### config.mk
export PLATFORM = sky130hd
export DESIGN_NAME = cl_hello_world
export DESIGN_NICKNAME = d
export VERILOG_FILES = /design/src/cl_hello_world_pkg.sv /design/src/ocl_slave.sv /design/src/hello_regs.sv /design/src/vled_status.sv /design/src/tick_counter.sv /design/src/cl_hello_world.sv
export SDC_FILE = /design/constraint.sdc
export NUM_CORES = 1
export LEC_CHECK = 0
export CORE_MARGIN = 5
export CORE_UTILIZATION = 65
export CTS_CLUSTER_SIZE = 16
export DETAILED_ROUTE_END_ITERATION = 12
export DONT_BUFFER_PORTS = 1
export PLACE_DENSITY = 0.78
export SLEW_MARGIN = 20
export SYNTH_ARGS = -nofsm -noshare
export SYNTH_HDL_FRONTEND = slang
export SYNTH_SLANG_ARGS = --single-unit
### constraint.sdc
create_clock -name clk_main_a0 -period 8.75 [get_ports clk_main_a0]
set_input_delay 2.1875 -clock clk_main_a0 [delete_from_list [all_inputs] [get_ports clk_main_a0]]
set_output_delay 2.1875 -clock clk_main_a0 [all_outputs]
set_load 0.02 [all_outputs]
### src/cl_hello_world_pkg.sv
package cl_hello_world_pkg;

  // --------------------
  // Bus and field widths
  // --------------------
  localparam int ADDR_W = 32;
  localparam int DATA_W = 32;
  localparam int LED_W  = 16;
  localparam int CNT_W  = 16;
  localparam int TICK_W = 8;

  // --------------------
  // OCL register map
  // --------------------
  typedef enum logic [ADDR_W-1:0] {
    HELLO_WORLD_ADDR = 32'h0000_0500,
    VLED_ADDR        = 32'h0000_0504,
    CNT_CTRL_ADDR    = 32'h0000_0508,
    CNT_LOAD_ADDR    = 32'h0000_050C,
    CNT_WMARK_ADDR   = 32'h0000_0510,
    CNT_STATUS_ADDR  = 32'h0000_0514
  } reg_addr_e;

  // Counter control fields
  localparam int CTRL_ENABLE_BIT  = 0;
  localparam int CTRL_CLEAR_BIT   = 1;
  localparam int CTRL_ONESHOT_BIT = 2;
  localparam int CTRL_TICK_LSB    = 8;

  // AXI response code
  localparam logic [1:0] RESP_OKAY = 2'b00;

  // Channel state machines
  typedef enum logic [1:0] {WR_IDLE, WR_DATA, WR_RESP} wr_state_e;
  typedef enum logic [1:0] {RD_IDLE, RD_ADDR, RD_RESP} rd_state_e;

endpackage

### src/ocl_slave.sv
module ocl_slave
  import cl_hello_world_pkg::*;
(
  input  logic              clk_main_a0,
  input  logic              rst_main_n_sync,
  // OCL AXI-Lite from the shell
  input  logic              sh_ocl_awvalid,
  input  logic [ADDR_W-1:0] sh_ocl_awaddr,
  input  logic              sh_ocl_wvalid,
  input  logic [DATA_W-1:0] sh_ocl_wdata,
  input  logic              sh_ocl_bready,
  input  logic              sh_ocl_arvalid,
  input  logic [ADDR_W-1:0] sh_ocl_araddr,
  input  logic              sh_ocl_rready,
  output logic              ocl_sh_awready,
  output logic              ocl_sh_wready,
  output logic              ocl_sh_bvalid,
  output logic [1:0]        ocl_sh_bresp,
  output logic              ocl_sh_arready,
  output logic              ocl_sh_rvalid,
  output logic [DATA_W-1:0] ocl_sh_rdata,
  output logic [1:0]        ocl_sh_rresp,
  // Register file side
  output logic              reg_wr_en,
  output logic [ADDR_W-1:0] reg_wr_addr,
  output logic [DATA_W-1:0] reg_wr_data,
  output logic [ADDR_W-1:0] reg_rd_addr,
  input  logic [DATA_W-1:0] reg_rd_data
);

  wr_state_e         wr_state;
  rd_state_e         rd_state;
  logic [ADDR_W-1:0] wr_addr_q;
  logic [ADDR_W-1:0] rd_addr_q;
  logic [DATA_W-1:0] rdata_q;

  // --------------------
  // Write channel
  // --------------------
  // Single beat only, AW first then W
  assign ocl_sh_awready = (wr_state == WR_IDLE);
  assign ocl_sh_wready  = (wr_state == WR_DATA) && sh_ocl_wvalid;
  assign ocl_sh_bvalid  = (wr_state == WR_RESP);
  assign ocl_sh_bresp   = RESP_OKAY;

  // Register strobe fires on the W beat itself
  assign reg_wr_en   = ocl_sh_wready;
  assign reg_wr_addr = wr_addr_q;
  assign reg_wr_data = sh_ocl_wdata;

  always_ff @(posedge clk_main_a0)
  begin
    if (!rst_main_n_sync)
    begin
      wr_state <= WR_IDLE;
    end
    else
    begin
      case (wr_state)
        WR_IDLE:
        begin
          if (sh_ocl_awvalid)
          begin
            wr_state <= WR_DATA;
          end
        end
        WR_DATA:
        begin
          if (sh_ocl_wvalid)
          begin
            wr_state <= WR_RESP;
          end
        end
        WR_RESP:
        begin
          // Hold bvalid until the shell takes it
          if (sh_ocl_bready)
          begin
            wr_state <= WR_IDLE;
          end
        end
        default:
        begin
          wr_state <= WR_IDLE;
        end
      endcase
    end
  end

  // Write address capture on AW handshake
  always_ff @(posedge clk_main_a0)
  begin
    if (ocl_sh_awready && sh_ocl_awvalid)
    begin
      wr_addr_q <= sh_ocl_awaddr;
    end
  end

  // --------------------
  // Read channel
  // --------------------
  assign ocl_sh_arready = (rd_state == RD_IDLE);
  assign ocl_sh_rvalid  = (rd_state == RD_RESP);
  assign ocl_sh_rdata   = rdata_q;
  assign ocl_sh_rresp   = RESP_OKAY;
  assign reg_rd_addr    = rd_addr_q;

  always_ff @(posedge clk_main_a0)
  begin
    if (!rst_main_n_sync)
    begin
      rd_state <= RD_IDLE;
      rdata_q  <= '0;
    end
    else
    begin
      case (rd_state)
        RD_IDLE:
        begin
          if (sh_ocl_arvalid)
          begin
            rd_state <= RD_ADDR;
          end
        end
        RD_ADDR:
        begin
          // Mux output settles during this cycle, capture it
          rdata_q  <= reg_rd_data;
          rd_state <= RD_RESP;
        end
        RD_RESP:
        begin
          if (sh_ocl_rready)
          begin
            rd_state <= RD_IDLE;
          end
        end
        default:
        begin
          rd_state <= RD_IDLE;
        end
      endcase
    end
  end

  // Read address capture on AR handshake
  always_ff @(posedge clk_main_a0)
  begin
    if (ocl_sh_arready && sh_ocl_arvalid)
    begin
      rd_addr_q <= sh_ocl_araddr;
    end
  end

endmodule

### src/hello_regs.sv
module hello_regs
  import cl_hello_world_pkg::*;
(
  input  logic              clk_main_a0,
  input  logic              rst_main_n_sync,
  input  logic              reg_wr_en,
  input  logic [ADDR_W-1:0] reg_wr_addr,
  input  logic [DATA_W-1:0] reg_wr_data,
  input  logic [ADDR_W-1:0] reg_rd_addr,
  output logic [DATA_W-1:0] reg_rd_data,
  output logic [LED_W-1:0]  hello_low,
  input  logic [LED_W-1:0]  vled_shadow,
  output logic              cnt_enable,
  output logic              cnt_clear,
  output logic              cnt_oneshot,
  output logic [TICK_W-1:0] tick_value,
  output logic              cnt_load,
  output logic [CNT_W-1:0]  cnt_load_value,
  output logic [CNT_W-1:0]  cnt_watermark,
  input  logic [CNT_W-1:0]  cnt_value,
  input  logic              cnt_ge_watermark
);

  logic [DATA_W-1:0] hello_world_q;
  logic [DATA_W-1:0] hello_swapped;
  logic [DATA_W-1:0] ctrl_rd;

  // --------------------
  // Write decode
  // --------------------
  always_ff @(posedge clk_main_a0)
  begin
    if (!rst_main_n_sync)
    begin
      hello_world_q  <= '0;
      cnt_enable     <= 1'b0;
      cnt_clear      <= 1'b0;
      cnt_oneshot    <= 1'b0;
      tick_value     <= '0;
      cnt_load_value <= '0;
      cnt_watermark  <= '0;
      cnt_load       <= 1'b0;
    end
    else
    begin
      // Load strobe lasts one cycle, value lands on the same edge
      cnt_load <= reg_wr_en && (reg_wr_addr == CNT_LOAD_ADDR);
      if (reg_wr_en)
      begin
        case (reg_wr_addr)
          HELLO_WORLD_ADDR: hello_world_q <= reg_wr_data;
          CNT_CTRL_ADDR:
          begin
            cnt_enable  <= reg_wr_data[CTRL_ENABLE_BIT];
            cnt_clear   <= reg_wr_data[CTRL_CLEAR_BIT];
            cnt_oneshot <= reg_wr_data[CTRL_ONESHOT_BIT];
            tick_value  <= reg_wr_data[CTRL_TICK_LSB +: TICK_W];
          end
          CNT_LOAD_ADDR:  cnt_load_value <= reg_wr_data[CNT_W-1:0];
          CNT_WMARK_ADDR: cnt_watermark  <= reg_wr_data[CNT_W-1:0];
          // VLED and status are read-only
          default:
          begin
          end
        endcase
      end
    end
  end

  // LED shadow source
  assign hello_low = hello_world_q[LED_W-1:0];

  // Hello-world reads back byte-reversed
  assign hello_swapped = {hello_world_q[7:0], hello_world_q[15:8],
                          hello_world_q[23:16], hello_world_q[31:24]};

  // Control word as written, unused bits zero
  always_comb
  begin
    ctrl_rd                               = '0;
    ctrl_rd[CTRL_ENABLE_BIT]              = cnt_enable;
    ctrl_rd[CTRL_CLEAR_BIT]               = cnt_clear;
    ctrl_rd[CTRL_ONESHOT_BIT]             = cnt_oneshot;
    ctrl_rd[CTRL_TICK_LSB +: TICK_W]      = tick_value;
  end

  // --------------------
  // Read mux
  // --------------------
  always_comb
  begin
    case (reg_rd_addr)
      HELLO_WORLD_ADDR: reg_rd_data = hello_swapped;
      VLED_ADDR:        reg_rd_data = {{(DATA_W-LED_W){1'b0}}, vled_shadow};
      CNT_CTRL_ADDR:    reg_rd_data = ctrl_rd;
      CNT_LOAD_ADDR:    reg_rd_data = {{(DATA_W-CNT_W){1'b0}}, cnt_load_value};
      CNT_WMARK_ADDR:   reg_rd_data = {{(DATA_W-CNT_W){1'b0}}, cnt_watermark};
      // Count low, watermark flag just above it
      CNT_STATUS_ADDR:  reg_rd_data = {{(DATA_W-CNT_W-1){1'b0}}, cnt_ge_watermark, cnt_value};
      // Unmapped space reads zero
      default:          reg_rd_data = '0;
    endcase
  end

endmodule

### src/vled_status.sv
module vled_status
  import cl_hello_world_pkg::*;
(
  input  logic             clk_main_a0,
  input  logic             rst_main_n_sync,
  input  logic [LED_W-1:0] hello_low,
  input  logic [LED_W-1:0] sh_cl_status_vdip,
  output logic [LED_W-1:0] vled_shadow,
  output logic [LED_W-1:0] cl_sh_status_vled
);

  logic [LED_W-1:0] vdip_q1;
  logic [LED_W-1:0] vdip_q2;

  // --------------------
  // DIP sync and LED mask
  // --------------------
  always_ff @(posedge clk_main_a0)
  begin
    if (!rst_main_n_sync)
    begin
      vdip_q1           <= '0;
      vdip_q2           <= '0;
      vled_shadow       <= '0;
      cl_sh_status_vled <= '0;
    end
    else
    begin
      // Two-flop sync for the shell DIPs
      vdip_q1           <= sh_cl_status_vdip;
      vdip_q2           <= vdip_q1;
      // Shadow follows hello-world low half
      vled_shadow       <= hello_low;
      // LED lit only where its DIP is on
      cl_sh_status_vled <= vled_shadow & vdip_q2;
    end
  end

endmodule

### src/tick_counter.sv
module tick_counter
  import cl_hello_world_pkg::*;
(
  input  logic              clk_main_a0,
  input  logic              rst_main_n_sync,
  input  logic              cnt_enable,
  input  logic              cnt_clear,
  input  logic              cnt_oneshot,
  input  logic [TICK_W-1:0] tick_value,
  input  logic              cnt_load,
  input  logic [CNT_W-1:0]  cnt_load_value,
  input  logic [CNT_W-1:0]  cnt_watermark,
  output logic [CNT_W-1:0]  cnt_value,
  output logic              cnt_ge_watermark
);

  logic [TICK_W-1:0] tick_cnt;
  logic              tick_wrap;
  logic              cnt_sat;
  logic [CNT_W-1:0]  cnt_next;

  // Prescaler reached its terminal value this cycle
  assign tick_wrap = (tick_cnt >= tick_value);

  // One-shot parks at all ones
  assign cnt_sat = cnt_oneshot && (cnt_value == {CNT_W{1'b1}});

  // --------------------
  // Next count
  // --------------------
  // Clear wins over load, load over enable
  always_comb
  begin
    if (cnt_clear)
      cnt_next = '0;
    else if (cnt_load)
      cnt_next = cnt_load_value;
    else if (cnt_enable && tick_wrap && !cnt_sat)
      cnt_next = cnt_value + 1'b1;
    else
      cnt_next = cnt_value;
  end

  always_ff @(posedge clk_main_a0)
  begin
    if (!rst_main_n_sync)
    begin
      tick_cnt         <= '0;
      cnt_value        <= '0;
      cnt_ge_watermark <= 1'b0;
    end
    else
    begin
      // Prescaler runs 0..tick_value while enabled
      if (cnt_clear)
        tick_cnt <= '0;
      else if (cnt_enable)
        tick_cnt <= tick_wrap ? '0 : tick_cnt + 1'b1;
      cnt_value        <= cnt_next;
      // Flag tracks the same count it is stored with
      cnt_ge_watermark <= (cnt_next >= cnt_watermark);
    end
  end

endmodule

### src/cl_hello_world.sv
module cl_hello_world
  import cl_hello_world_pkg::*;
(
  input  logic              clk_main_a0,
  input  logic              rst_main_n_sync,
  input  logic              sh_ocl_awvalid,
  input  logic [ADDR_W-1:0] sh_ocl_awaddr,
  input  logic              sh_ocl_wvalid,
  input  logic [DATA_W-1:0] sh_ocl_wdata,
  input  logic [3:0]        sh_ocl_wstrb,
  input  logic              sh_ocl_bready,
  input  logic              sh_ocl_arvalid,
  input  logic [ADDR_W-1:0] sh_ocl_araddr,
  input  logic              sh_ocl_rready,
  output logic              ocl_sh_awready,
  output logic              ocl_sh_wready,
  output logic              ocl_sh_bvalid,
  output logic [1:0]        ocl_sh_bresp,
  output logic              ocl_sh_arready,
  output logic              ocl_sh_rvalid,
  output logic [DATA_W-1:0] ocl_sh_rdata,
  output logic [1:0]        ocl_sh_rresp,
  input  logic [LED_W-1:0]  sh_cl_status_vdip,
  output logic [LED_W-1:0]  cl_sh_status_vled
);

  // --------------------
  // Internal nets
  // --------------------
  logic              reg_wr_en;
  logic [ADDR_W-1:0] reg_wr_addr;
  logic [DATA_W-1:0] reg_wr_data;
  logic [ADDR_W-1:0] reg_rd_addr;
  logic [DATA_W-1:0] reg_rd_data;
  logic [LED_W-1:0]  hello_low;
  logic [LED_W-1:0]  vled_shadow;
  logic              cnt_enable;
  logic              cnt_clear;
  logic              cnt_oneshot;
  logic [TICK_W-1:0] tick_value;
  logic              cnt_load;
  logic [CNT_W-1:0]  cnt_load_value;
  logic [CNT_W-1:0]  cnt_watermark;
  logic [CNT_W-1:0]  cnt_value;
  logic              cnt_ge_watermark;

  // Full-word writes only, wstrb stops here
  ocl_slave u_ocl_slave (
    .clk_main_a0     (clk_main_a0),
    .rst_main_n_sync (rst_main_n_sync),
    .sh_ocl_awvalid  (sh_ocl_awvalid),
    .sh_ocl_awaddr   (sh_ocl_awaddr),
    .sh_ocl_wvalid   (sh_ocl_wvalid),
    .sh_ocl_wdata    (sh_ocl_wdata),
    .sh_ocl_bready   (sh_ocl_bready),
    .sh_ocl_arvalid  (sh_ocl_arvalid),
    .sh_ocl_araddr   (sh_ocl_araddr),
    .sh_ocl_rready   (sh_ocl_rready),
    .ocl_sh_awready  (ocl_sh_awready),
    .ocl_sh_wready   (ocl_sh_wready),
    .ocl_sh_bvalid   (ocl_sh_bvalid),
    .ocl_sh_bresp    (ocl_sh_bresp),
    .ocl_sh_arready  (ocl_sh_arready),
    .ocl_sh_rvalid   (ocl_sh_rvalid),
    .ocl_sh_rdata    (ocl_sh_rdata),
    .ocl_sh_rresp    (ocl_sh_rresp),
    .reg_wr_en       (reg_wr_en),
    .reg_wr_addr     (reg_wr_addr),
    .reg_wr_data     (reg_wr_data),
    .reg_rd_addr     (reg_rd_addr),
    .reg_rd_data     (reg_rd_data)
  );

  hello_regs u_hello_regs (
    .clk_main_a0      (clk_main_a0),
    .rst_main_n_sync  (rst_main_n_sync),
    .reg_wr_en        (reg_wr_en),
    .reg_wr_addr      (reg_wr_addr),
    .reg_wr_data      (reg_wr_data),
    .reg_rd_addr      (reg_rd_addr),
    .reg_rd_data      (reg_rd_data),
    .hello_low        (hello_low),
    .vled_shadow      (vled_shadow),
    .cnt_enable       (cnt_enable),
    .cnt_clear        (cnt_clear),
    .cnt_oneshot      (cnt_oneshot),
    .tick_value       (tick_value),
    .cnt_load         (cnt_load),
    .cnt_load_value   (cnt_load_value),
    .cnt_watermark    (cnt_watermark),
    .cnt_value        (cnt_value),
    .cnt_ge_watermark (cnt_ge_watermark)
  );

  vled_status u_vled_status (
    .clk_main_a0       (clk_main_a0),
    .rst_main_n_sync   (rst_main_n_sync),
    .hello_low         (hello_low),
    .sh_cl_status_vdip (sh_cl_status_vdip),
    .vled_shadow       (vled_shadow),
    .cl_sh_status_vled (cl_sh_status_vled)
  );

  tick_counter u_tick_counter (
    .clk_main_a0      (clk_main_a0),
    .rst_main_n_sync  (rst_main_n_sync),
    .cnt_enable       (cnt_enable),
    .cnt_clear        (cnt_clear),
    .cnt_oneshot      (cnt_oneshot),
    .tick_value       (tick_value),
    .cnt_load         (cnt_load),
    .cnt_load_value   (cnt_load_value),
    .cnt_watermark    (cnt_watermark),
    .cnt_value        (cnt_value),
    .cnt_ge_watermark (cnt_ge_watermark)
  );

endmodule

==> run summary, run 1 <==
Outcome = finished, final reports clean
Met2 Usage GRT = 42.2%
Fillers = 1139
Mapped Cells = 1014
Met1 Use GR = 35.0%
Final hold vios = 0
Initial antenna violation count = 0
Hold Buf Count CTS = 0
P_sw = 0.500 mW
Unrepaired setup endpoints after global routing = false
Leakage dissipation = 4.26 nW
Placeable Area = 15900 um2
Comb pwr share = 2.5%
# nets final = 1139
DP Cell Count = 1178
VDD IR max = 0.000266 V
Synthesis-stage register bit count = 265
Max_slew headroom = 26.0%
Post-CTS Resized = 0
Sink Count = 265
Max-slew violations = 0
Die X-Extent = 137 um
Slowest CP cell = and3b_1
GRT Total Usage = 27.0%
DR WL/cell = 20.6 um
Crit path required time = 6560 ps
Root buf cell = clkbuf_16
Num CTS Buffers = 26
I/O Buffers = 0
Vias = 7420
Final TNS setup = 0 ps
FF/Latch Area = 5950 um2
Worst hold path class = reg2reg
Vias in the first global route = 7236
FF-to-FF setup slack = 4680 ps
Number of flops mapped to enable cells by yosys = 64
Final HPWL DP = 17400 um
Worst slew pin tran = 1110 ps
Asr flop ratio synth = 0%
Post-route ant nets = 0
Worst Path Buf+Inv = 0
Starting Density = 66.1%
Flop pwr share = 53.3%
Die extent in y = 137 um
Clock Skews = 15.6 ps
Setup bufs post-CTS = 0
IO Pins = 180
CP Launch Type = input port
CP delay by family, top = simple AND/OR/NAND/NOR gates
Setup ws final = 4020 ps
Crit path kind = in2out
Syn Std Cell Area = 10500 um2
Fraction of layout cells with a size suffix above 1 = 9.04%
Synth warn = 0
Commonest non-fill, non-tap cell in the layout = dfxtp_1
Clock transition at the registers of the reported paths = 60 ps
Overall routed net length = 25200 um
Routing usage on met3 = 8.42%
Setup-failing EPs final = 0
Synth Area per Inst = 10.4 um2
Drt pass-1 iters = 5
Switching part of the total power = 20.5%
Commonest non-fill, non-tap cells in the layout = dfxtp_1 (201), nand2_1 (120), nor2_1 (107)
CP peak stage delay = 350 ps
GP Congestion = 0.905
First-pass GRT wire length = 39300 um
Worst-Skew Late Latency = 530 ps
Layout area overhead = 8.77%
Detailed Route Iter0 Violations = 692
Dpl ws = 4020 ps
Min cycle time layout = 4730 ps
Critical path arrival = 2540 ps
Synth area leader = dfxtp_1
Sequential element share of the synthesized area = 56.6%
Top_reg_cell synth = dfxtp_1
Number of max-cap violations = 0
Worst Path Max Fanout = 4
Die ar. = 18800 um2
# diodes = 0
Drt via density = 6.07
Top cell type's share of synthesized area = 38.3%
Clk buf depth = 3
Non-Filler Instances = 1223
GRT Max-Usage Layer = met2
Multi-input gate area = 4170 um2
Cell Chain, Critical Path = and3b_1
Final worst-path cycle share = 54.1%
H-tree levels = 1
Rows = 46
CP endpoint kind = output pin
Clock power frac = 44.2%
CTS tree = yes
Power per cell area = 213 nW/um2
Yosys cell types = 60
DRC errors left = 0
Synth area leaders = dfxtp_1 (38%), edfxtp_1 (18%), nand2_1 (4.3%), nor2_1 (3.8%), mux4_2 (3.4%)
Largest net degree at the start of global routing = 70
Grt ovf = 0
Cell internal pwr = 1.94 mW
Max Fclk = 211 MHz
[cell families after synthesis]
| group | after synthesis | share of synthesized area [%] |
|---|---|---|
| AO/OA/AOI/OAI | 151 | 9.46 |
| XOR/XNOR | 7 | 0.584 |
| adder cells (fa/ha/maj) | 26 | 3.10 |
| buffers and inverters | 96 | 3.86 |
| flip-flops | 265 | 56.6 |
| multiplexers | 48 | 6.52 |
| other | 1 | 0.0357 |
| AND/OR/NAND/NOR | 420 | 19.9 |
[final cells by class]
cell class	instances	area share [%]
clock inverter	5	0.339
inverter	30	0.996
clock buffer	40	7.07
tap	216	2.37
sequential	265	52.0
timing repair buffer	11	0.723
multi-input combinational	656	36.5
[through the flow]
| stage | total power, mW | hold slack (ps) | instance area [um2] | util (%) |
|---|---|---|---|---|
| global placement | 1.38 | 414 | 10600 | 66.6 |
| floorplan | 1.37 | 412 | 10500 | - |
| finish | 2.44 | 429 | 11400 | 71.9 |
| CTS | 2.46 | 434 | 11400 | 71.9 |
| detailed placement | 1.39 | 419 | 10600 | 66.6 |
| global route | 2.51 | 454 | 11400 | 71.9 |
[power groups by stage]
stage               clock (mW)  sequential (mW)  combinational (mW)
floorplan                    0             1.32              0.0532
global placement             0             1.32              0.0611
detailed placement           0             1.33              0.0617
CTS                       1.09             1.30              0.0620
global route              1.14             1.30              0.0681
finish                    1.08             1.30              0.0620
[synthesized netlist by cell type (all sizes together) (16+ instances only)]
| master | number |
|---|---|
| a21oi | 74 |
| inv | 30 |
| buf | 23 |
| edfxtp | 64 |
| nand2 | 120 |
| ha | 26 |
| a22oi | 25 |
| clkbuf | 43 |
| and2 | 53 |
| dfxtp | 201 |
| mux2i | 29 |
| mux4 | 16 |
| nor4 | 20 |
| nor3 | 37 |
| and3 | 25 |
| nor2 | 107 |
[path summary, 6_finish.rpt]
path	start	endpoint	cells past startpoint
hold / removal	u_vled_status.vdip_q1[13]	u_vled_status.vdip_q2[13]	1
setup / recovery	sh_ocl_wvalid	ocl_sh_wready	1
setup reg to reg	u_tick_counter.cnt_value[2]	u_tick_counter.cnt_ge_watermark	14
hold reg to reg	u_vled_status.vdip_q1[13]	u_vled_status.vdip_q2[13]	1
[state kept, by name (all words and copies together) (netlist names)]
| register | cells |
|---|---|
| u_ocl_slave.reg_rd_addr | 32 |
| u_vled_status.cl_sh_status_vled | 16 |
| u_tick_counter.tick_cnt | 8 |
| u_hello_regs.cnt_enable | 1 |
| u_tick_counter.cnt_ge_watermark | 1 |
| u_hello_regs.tick_value | 8 |
| u_ocl_slave.rd_state | 2 |
| u_ocl_slave.wr_state | 2 |
| u_vled_status.vdip_q2 | 16 |
| u_hello_regs.cnt_watermark | 16 |
| u_hello_regs.hello_world_q | 32 |
| u_vled_status.vled_shadow | 16 |
| u_ocl_slave.ocl_sh_rdata | 32 |
| u_vled_status.vdip_q1 | 16 |
| u_hello_regs.cnt_load_value | 16 |
| u_hello_regs.cnt_clear | 1 |
| u_tick_counter.cnt_value | 16 |
| u_ocl_slave.reg_wr_addr | 32 |
| u_hello_regs.cnt_load | 1 |
| u_hello_regs.cnt_oneshot | 1 |
[worst register-to-register path, cell delays in order, from the launching register on]
cell and delay [ps]:
dfxtp_1 430, and4_1 320, nand4_1 200, nor2_1 570
buf_4 310, o21a_1 140, nor3_1 60, or3_1 360
ha_1 290, nand2b_1 160, a21o_1 190, a211oi_1 270
o211ai_1 180, a221oi_1 380, nor2_1 70
[layer usage]
metal | vias to the layer above | share of wire, % | wire length, um
met5 | - | 0 | 0
met4 | 0 | 4.5 | 1140
met3 | 69 | 10 | 2610
met2 | 338 | 46 | 11600
met1 | 3510 | 39 | 9880
li1 | 3503 | - | -
Note: power is estimated with default switching activity, not from simulation.
==> run 2: changes to the inputs <==
--- a/config.mk
+++ b/config.mk
@@ -5,12 +5,13 @@
 export SDC_FILE = /design/constraint.sdc
 export NUM_CORES = 1
 export LEC_CHECK = 0
+export ABC_AREA = 1
 export CORE_MARGIN = 5
-export CORE_UTILIZATION = 65
+export CORE_UTILIZATION = 57
 export CTS_CLUSTER_SIZE = 16
 export DETAILED_ROUTE_END_ITERATION = 12
 export DONT_BUFFER_PORTS = 1
-export PLACE_DENSITY = 0.78
+export PLACE_DENSITY = 0.72
 export SLEW_MARGIN = 20
 export SYNTH_ARGS = -nofsm -noshare
 export SYNTH_HDL_FRONTEND = slang
==> constraint.sdc (replaced) <==
create_clock -name clk_main_a0 -period 3.8 [get_ports clk_main_a0]
set_input_delay 0.95 -clock clk_main_a0 [delete_from_list [all_inputs] [get_ports clk_main_a0]]
set_output_delay 0.95 -clock clk_main_a0 [all_outputs]
set_load 0.02 [all_outputs]
==> run 2 against run 1 <==
  * Register-to-register slack worse by 4200 ps
  * Critical endpoint is now u_tick_counter.cnt_ge_watermark
  * Power increased by 150%
  * Die area increased by 23%
  * Critical path type is now reg2reg
  * Utilization is 8.5 points lower
  * Via count grew 24%
  * Clock power rose to 2.6 times the previous value
==> run summary, run 2 <==
Max Fclk = 301 MHz
Top_reg_cell synth = dfxtp_1 (unchanged)
Min cycle time layout = 3320 ps
Top cell type's share of synthesized area = 35.1% (was 38.3%)
Grt ovf = 0 (unchanged)
CP Launch Type = flip-flop (was input port)
Worst Path Max Fanout = 16 (was 4)
Setup bufs post-CTS = 0 (unchanged)
Die X-Extent = 152 um (was 137 um)
Final hold vios = 0 (unchanged)
Root buf cell = clkbuf_16 (unchanged)
Drt pass-1 iters = 5 (unchanged)
Mapped Cells = 1472 (was 1014)
Placeable Area = 19700 um2 (was 15900 um2)
Die extent in y = 152 um (was 137 um)
Synthesis-stage register bit count = 265 (unchanged)
Worst hold path class = reg2reg (unchanged)
Worst-Skew Late Latency = 540 ps (was 530 ps)
Yosys cell types = 40 (was 60)
CP endpoint kind = flip-flop (was output pin)
VDD IR max = 0.000419 V (was 0.000266 V)
Detailed Route Iter0 Violations = 680 (was 692)
Final HPWL DP = 20000 um (was 17400 um)
Syn Std Cell Area = 11500 um2 (was 10500 um2)
Synth Area per Inst = 7.79 um2 (was 10.4 um2)
Crit path required time = 4290 ps (was 6560 ps)
Sequential element share of the synthesized area = 51.8% (was 56.6%)
Clock transition at the registers of the reported paths = 60 ps (about the same)
CTS tree = yes (unchanged)
Number of flops mapped to enable cells by yosys = 64 (unchanged)
# nets final = 1596 (was 1139)
Die ar. = 23100 um2 (was 18800 um2)
Critical path arrival = 3810 ps (was 2540 ps)
Power per cell area = 479 nW/um2 (was 213 nW/um2)
Commonest cells post-synth = nand2_1 (292), nor2_1 (271), dfxtp_1 (201), inv_1 (188), nand3_1 (133) (was dfxtp_1 (201), nand2_1 (120), nor2_1 (107), a21oi_1 (64), edfxtp_1 (64))
Synth area leader = dfxtp_1 (unchanged)
Asr flop ratio synth = 0% (unchanged)
DR WL/cell = 16.2 um (was 20.6 um)
Synth warn = 0 (unchanged)
Rows = 51 (was 46)
Vias = 9170 (was 7420)
Number of max-cap violations = 0 (unchanged)
Drt via density = 5.29 (was 6.07)
Unrepaired setup endpoints after global routing = false (unchanged)
Starting Density = 58.3% (was 66.1%)
Crit path kind = reg2reg (was in2out)
IO Pins = 180 (unchanged)
Fraction of layout cells with a size suffix above 1 = 5.72% (was 9.04%)
Initial antenna violation count = 0 (unchanged)
Worst slew pin tran = 1050 ps (was 1110 ps)
I/O Buffers = 0 (unchanged)
Clk buf depth = 3 (unchanged)
Outcome = finished, final reports clean (unchanged)
Post-CTS Resized = 0 (unchanged)
Final worst-path cycle share = 87.4%
Max-slew violations = 0 (unchanged)
Total chip power = 5.98 mW (was 2.44 mW)
Fillers = 1758 (was 1139)
First-pass GRT wire length = 44800 um (was 39300 um)
Hold Buf Count CTS = 0 (unchanged)
Max_slew headroom = 30.0% (was 26.0%)
Layout area overhead = 8.70% (was 8.77%)
DRC errors left = 0 (unchanged)
Overall routed net length = 28100 um (was 25200 um)
Vias in the first global route = 8706 (was 7236)
Final TNS setup = 0 ps (unchanged)
Clock Skews = 13.1 ps (was 15.6 ps)
Post-route ant nets = 0 (unchanged)
Commonest non-fill, non-tap cell in the layout = nand2_1 (was dfxtp_1)
GRT Total Usage = 23.5% (was 27.0%)
Synth area leaders = dfxtp_1 (35%), edfxtp_1 (17%), nand2_1 (9.6%), nor2_1 (8.9%), inv_1 (6.2%) (was dfxtp_1 (38%), edfxtp_1 (18%), nand2_1 (4.3%), nor2_1 (3.8%), mux4_2 (3.4%))
H-tree levels = 1 (unchanged)
Commonest non-fill, non-tap cells in the layout = nand2_1 (292), nor2_1 (271), dfxtp_1 (201) (was dfxtp_1 (201), nand2_1 (120), nor2_1 (107))
Largest net degree at the start of global routing = 126 (was 70)
Leakage dissipation = 5.54 nW (was 4.26 nW)
Setup-failing EPs final = 0 (unchanged)
Most frequent cell after synthesis = nand2_1 (was dfxtp_1)
Sink Count = 265 (unchanged)
GP Congestion = 0.923 (was 0.905)
Num CTS Buffers = 27 (was 26)
[run 2: worst paths after layout]
| check | start | depth (start not counted) | to | slack, ps |
|---|---|---|---|---|
| max | u_tick_counter.cnt_value[0] | 21 | u_tick_counter.cnt_ge_watermark | 480 |
| min | u_vled_status.vdip_q2[8] | 2 | u_vled_status.cl_sh_status_vled[8] | 400 |
| max reg2reg | u_tick_counter.cnt_value[0] | 21 | u_tick_counter.cnt_ge_watermark | 480 |
| min reg2reg | u_vled_status.vdip_q2[8] | 2 | u_vled_status.cl_sh_status_vled[8] | 400 |
[run 2: per-layer routing]
layer | vias to the layer above | GRT usage, % | routed length (um)
met5 | - | 0 | 0
met4 | 0 | 9.16 | 1140
met3 | 62 | 5.57 | 2270
met2 | 325 | 39.7 | 13300
met1 | 4177 | 29.4 | 11400
li1 | 4606 | - | -
[run 2: cell type report]
cell class | count | area [um2] | share of cell area, %
diodes | 1 | 2.50 | 0.0201
clock buffers | 34 | 733 | 5.88
clock inverters | 16 | 219 | 1.76
inverters | 193 | 724 | 5.81
multi-input cells | 948 | 4420 | 35.4
flip-flops and latches | 265 | 5950 | 47.7
well taps | 265 | 332 | 2.66
repair buffers | 12 | 90.1 | 0.723
[run 2: power breakdown]
group	total, mW	internal [mW]	switching, mW
Clock	2.81	1.66	1.14
Combinational	0.164	0.0452	0.119
Sequential	3.01	2.97	0.0345
Total	5.98	4.68	1.30
[run 2: metrics by stage]
step           cell area (um2)  hold slack [ps]  instances  worst slack (ps)  util, %
2_1_floorplan            11500              390       1475               153        -
3_3_place_gp             11500              392       1683               702     58.6
3_5_place_dp             11500              400       1683               630     58.6
4_1_cts                  12500              406       1733               595     63.4
5_1_grt                  12500              413       1733               266     63.4
6_report                 12500              402       1734               480     63.4
[run 2: cells by family (layout without fill, tap and decap cells)]
group	count (synthesis)	after routing	synth area share, %
adders and majority gates	26	26	2.84
buffers and inverters	262	255	9.81
other	1	5	0.0327
DFF	265	265	51.8
AOI/OAI and AO/OA	151	151	6.80
xor gates and xnor gates	11	11	0.840
and+or+nand+nor	756	756	27.8
[run 2: worst max-delay path: stages (launching register included)]
cell and delay [ps]:
dfxtp_1 480, ha_1 320, nand3_2 160, nor2_4 180, nand2_2 80, nor2_4 130, nand2_4 150, nand3_4 240
nand2_1 80, nand2_1 80, nand2_1 70, nand2_1 80, inv_1 50, ha_1 260, nand2_1 50, inv_1 50
nand3_1 70, nor3_1 370, nand3_1 140, nand3_1 120, nand2_1 50, inv_1 40
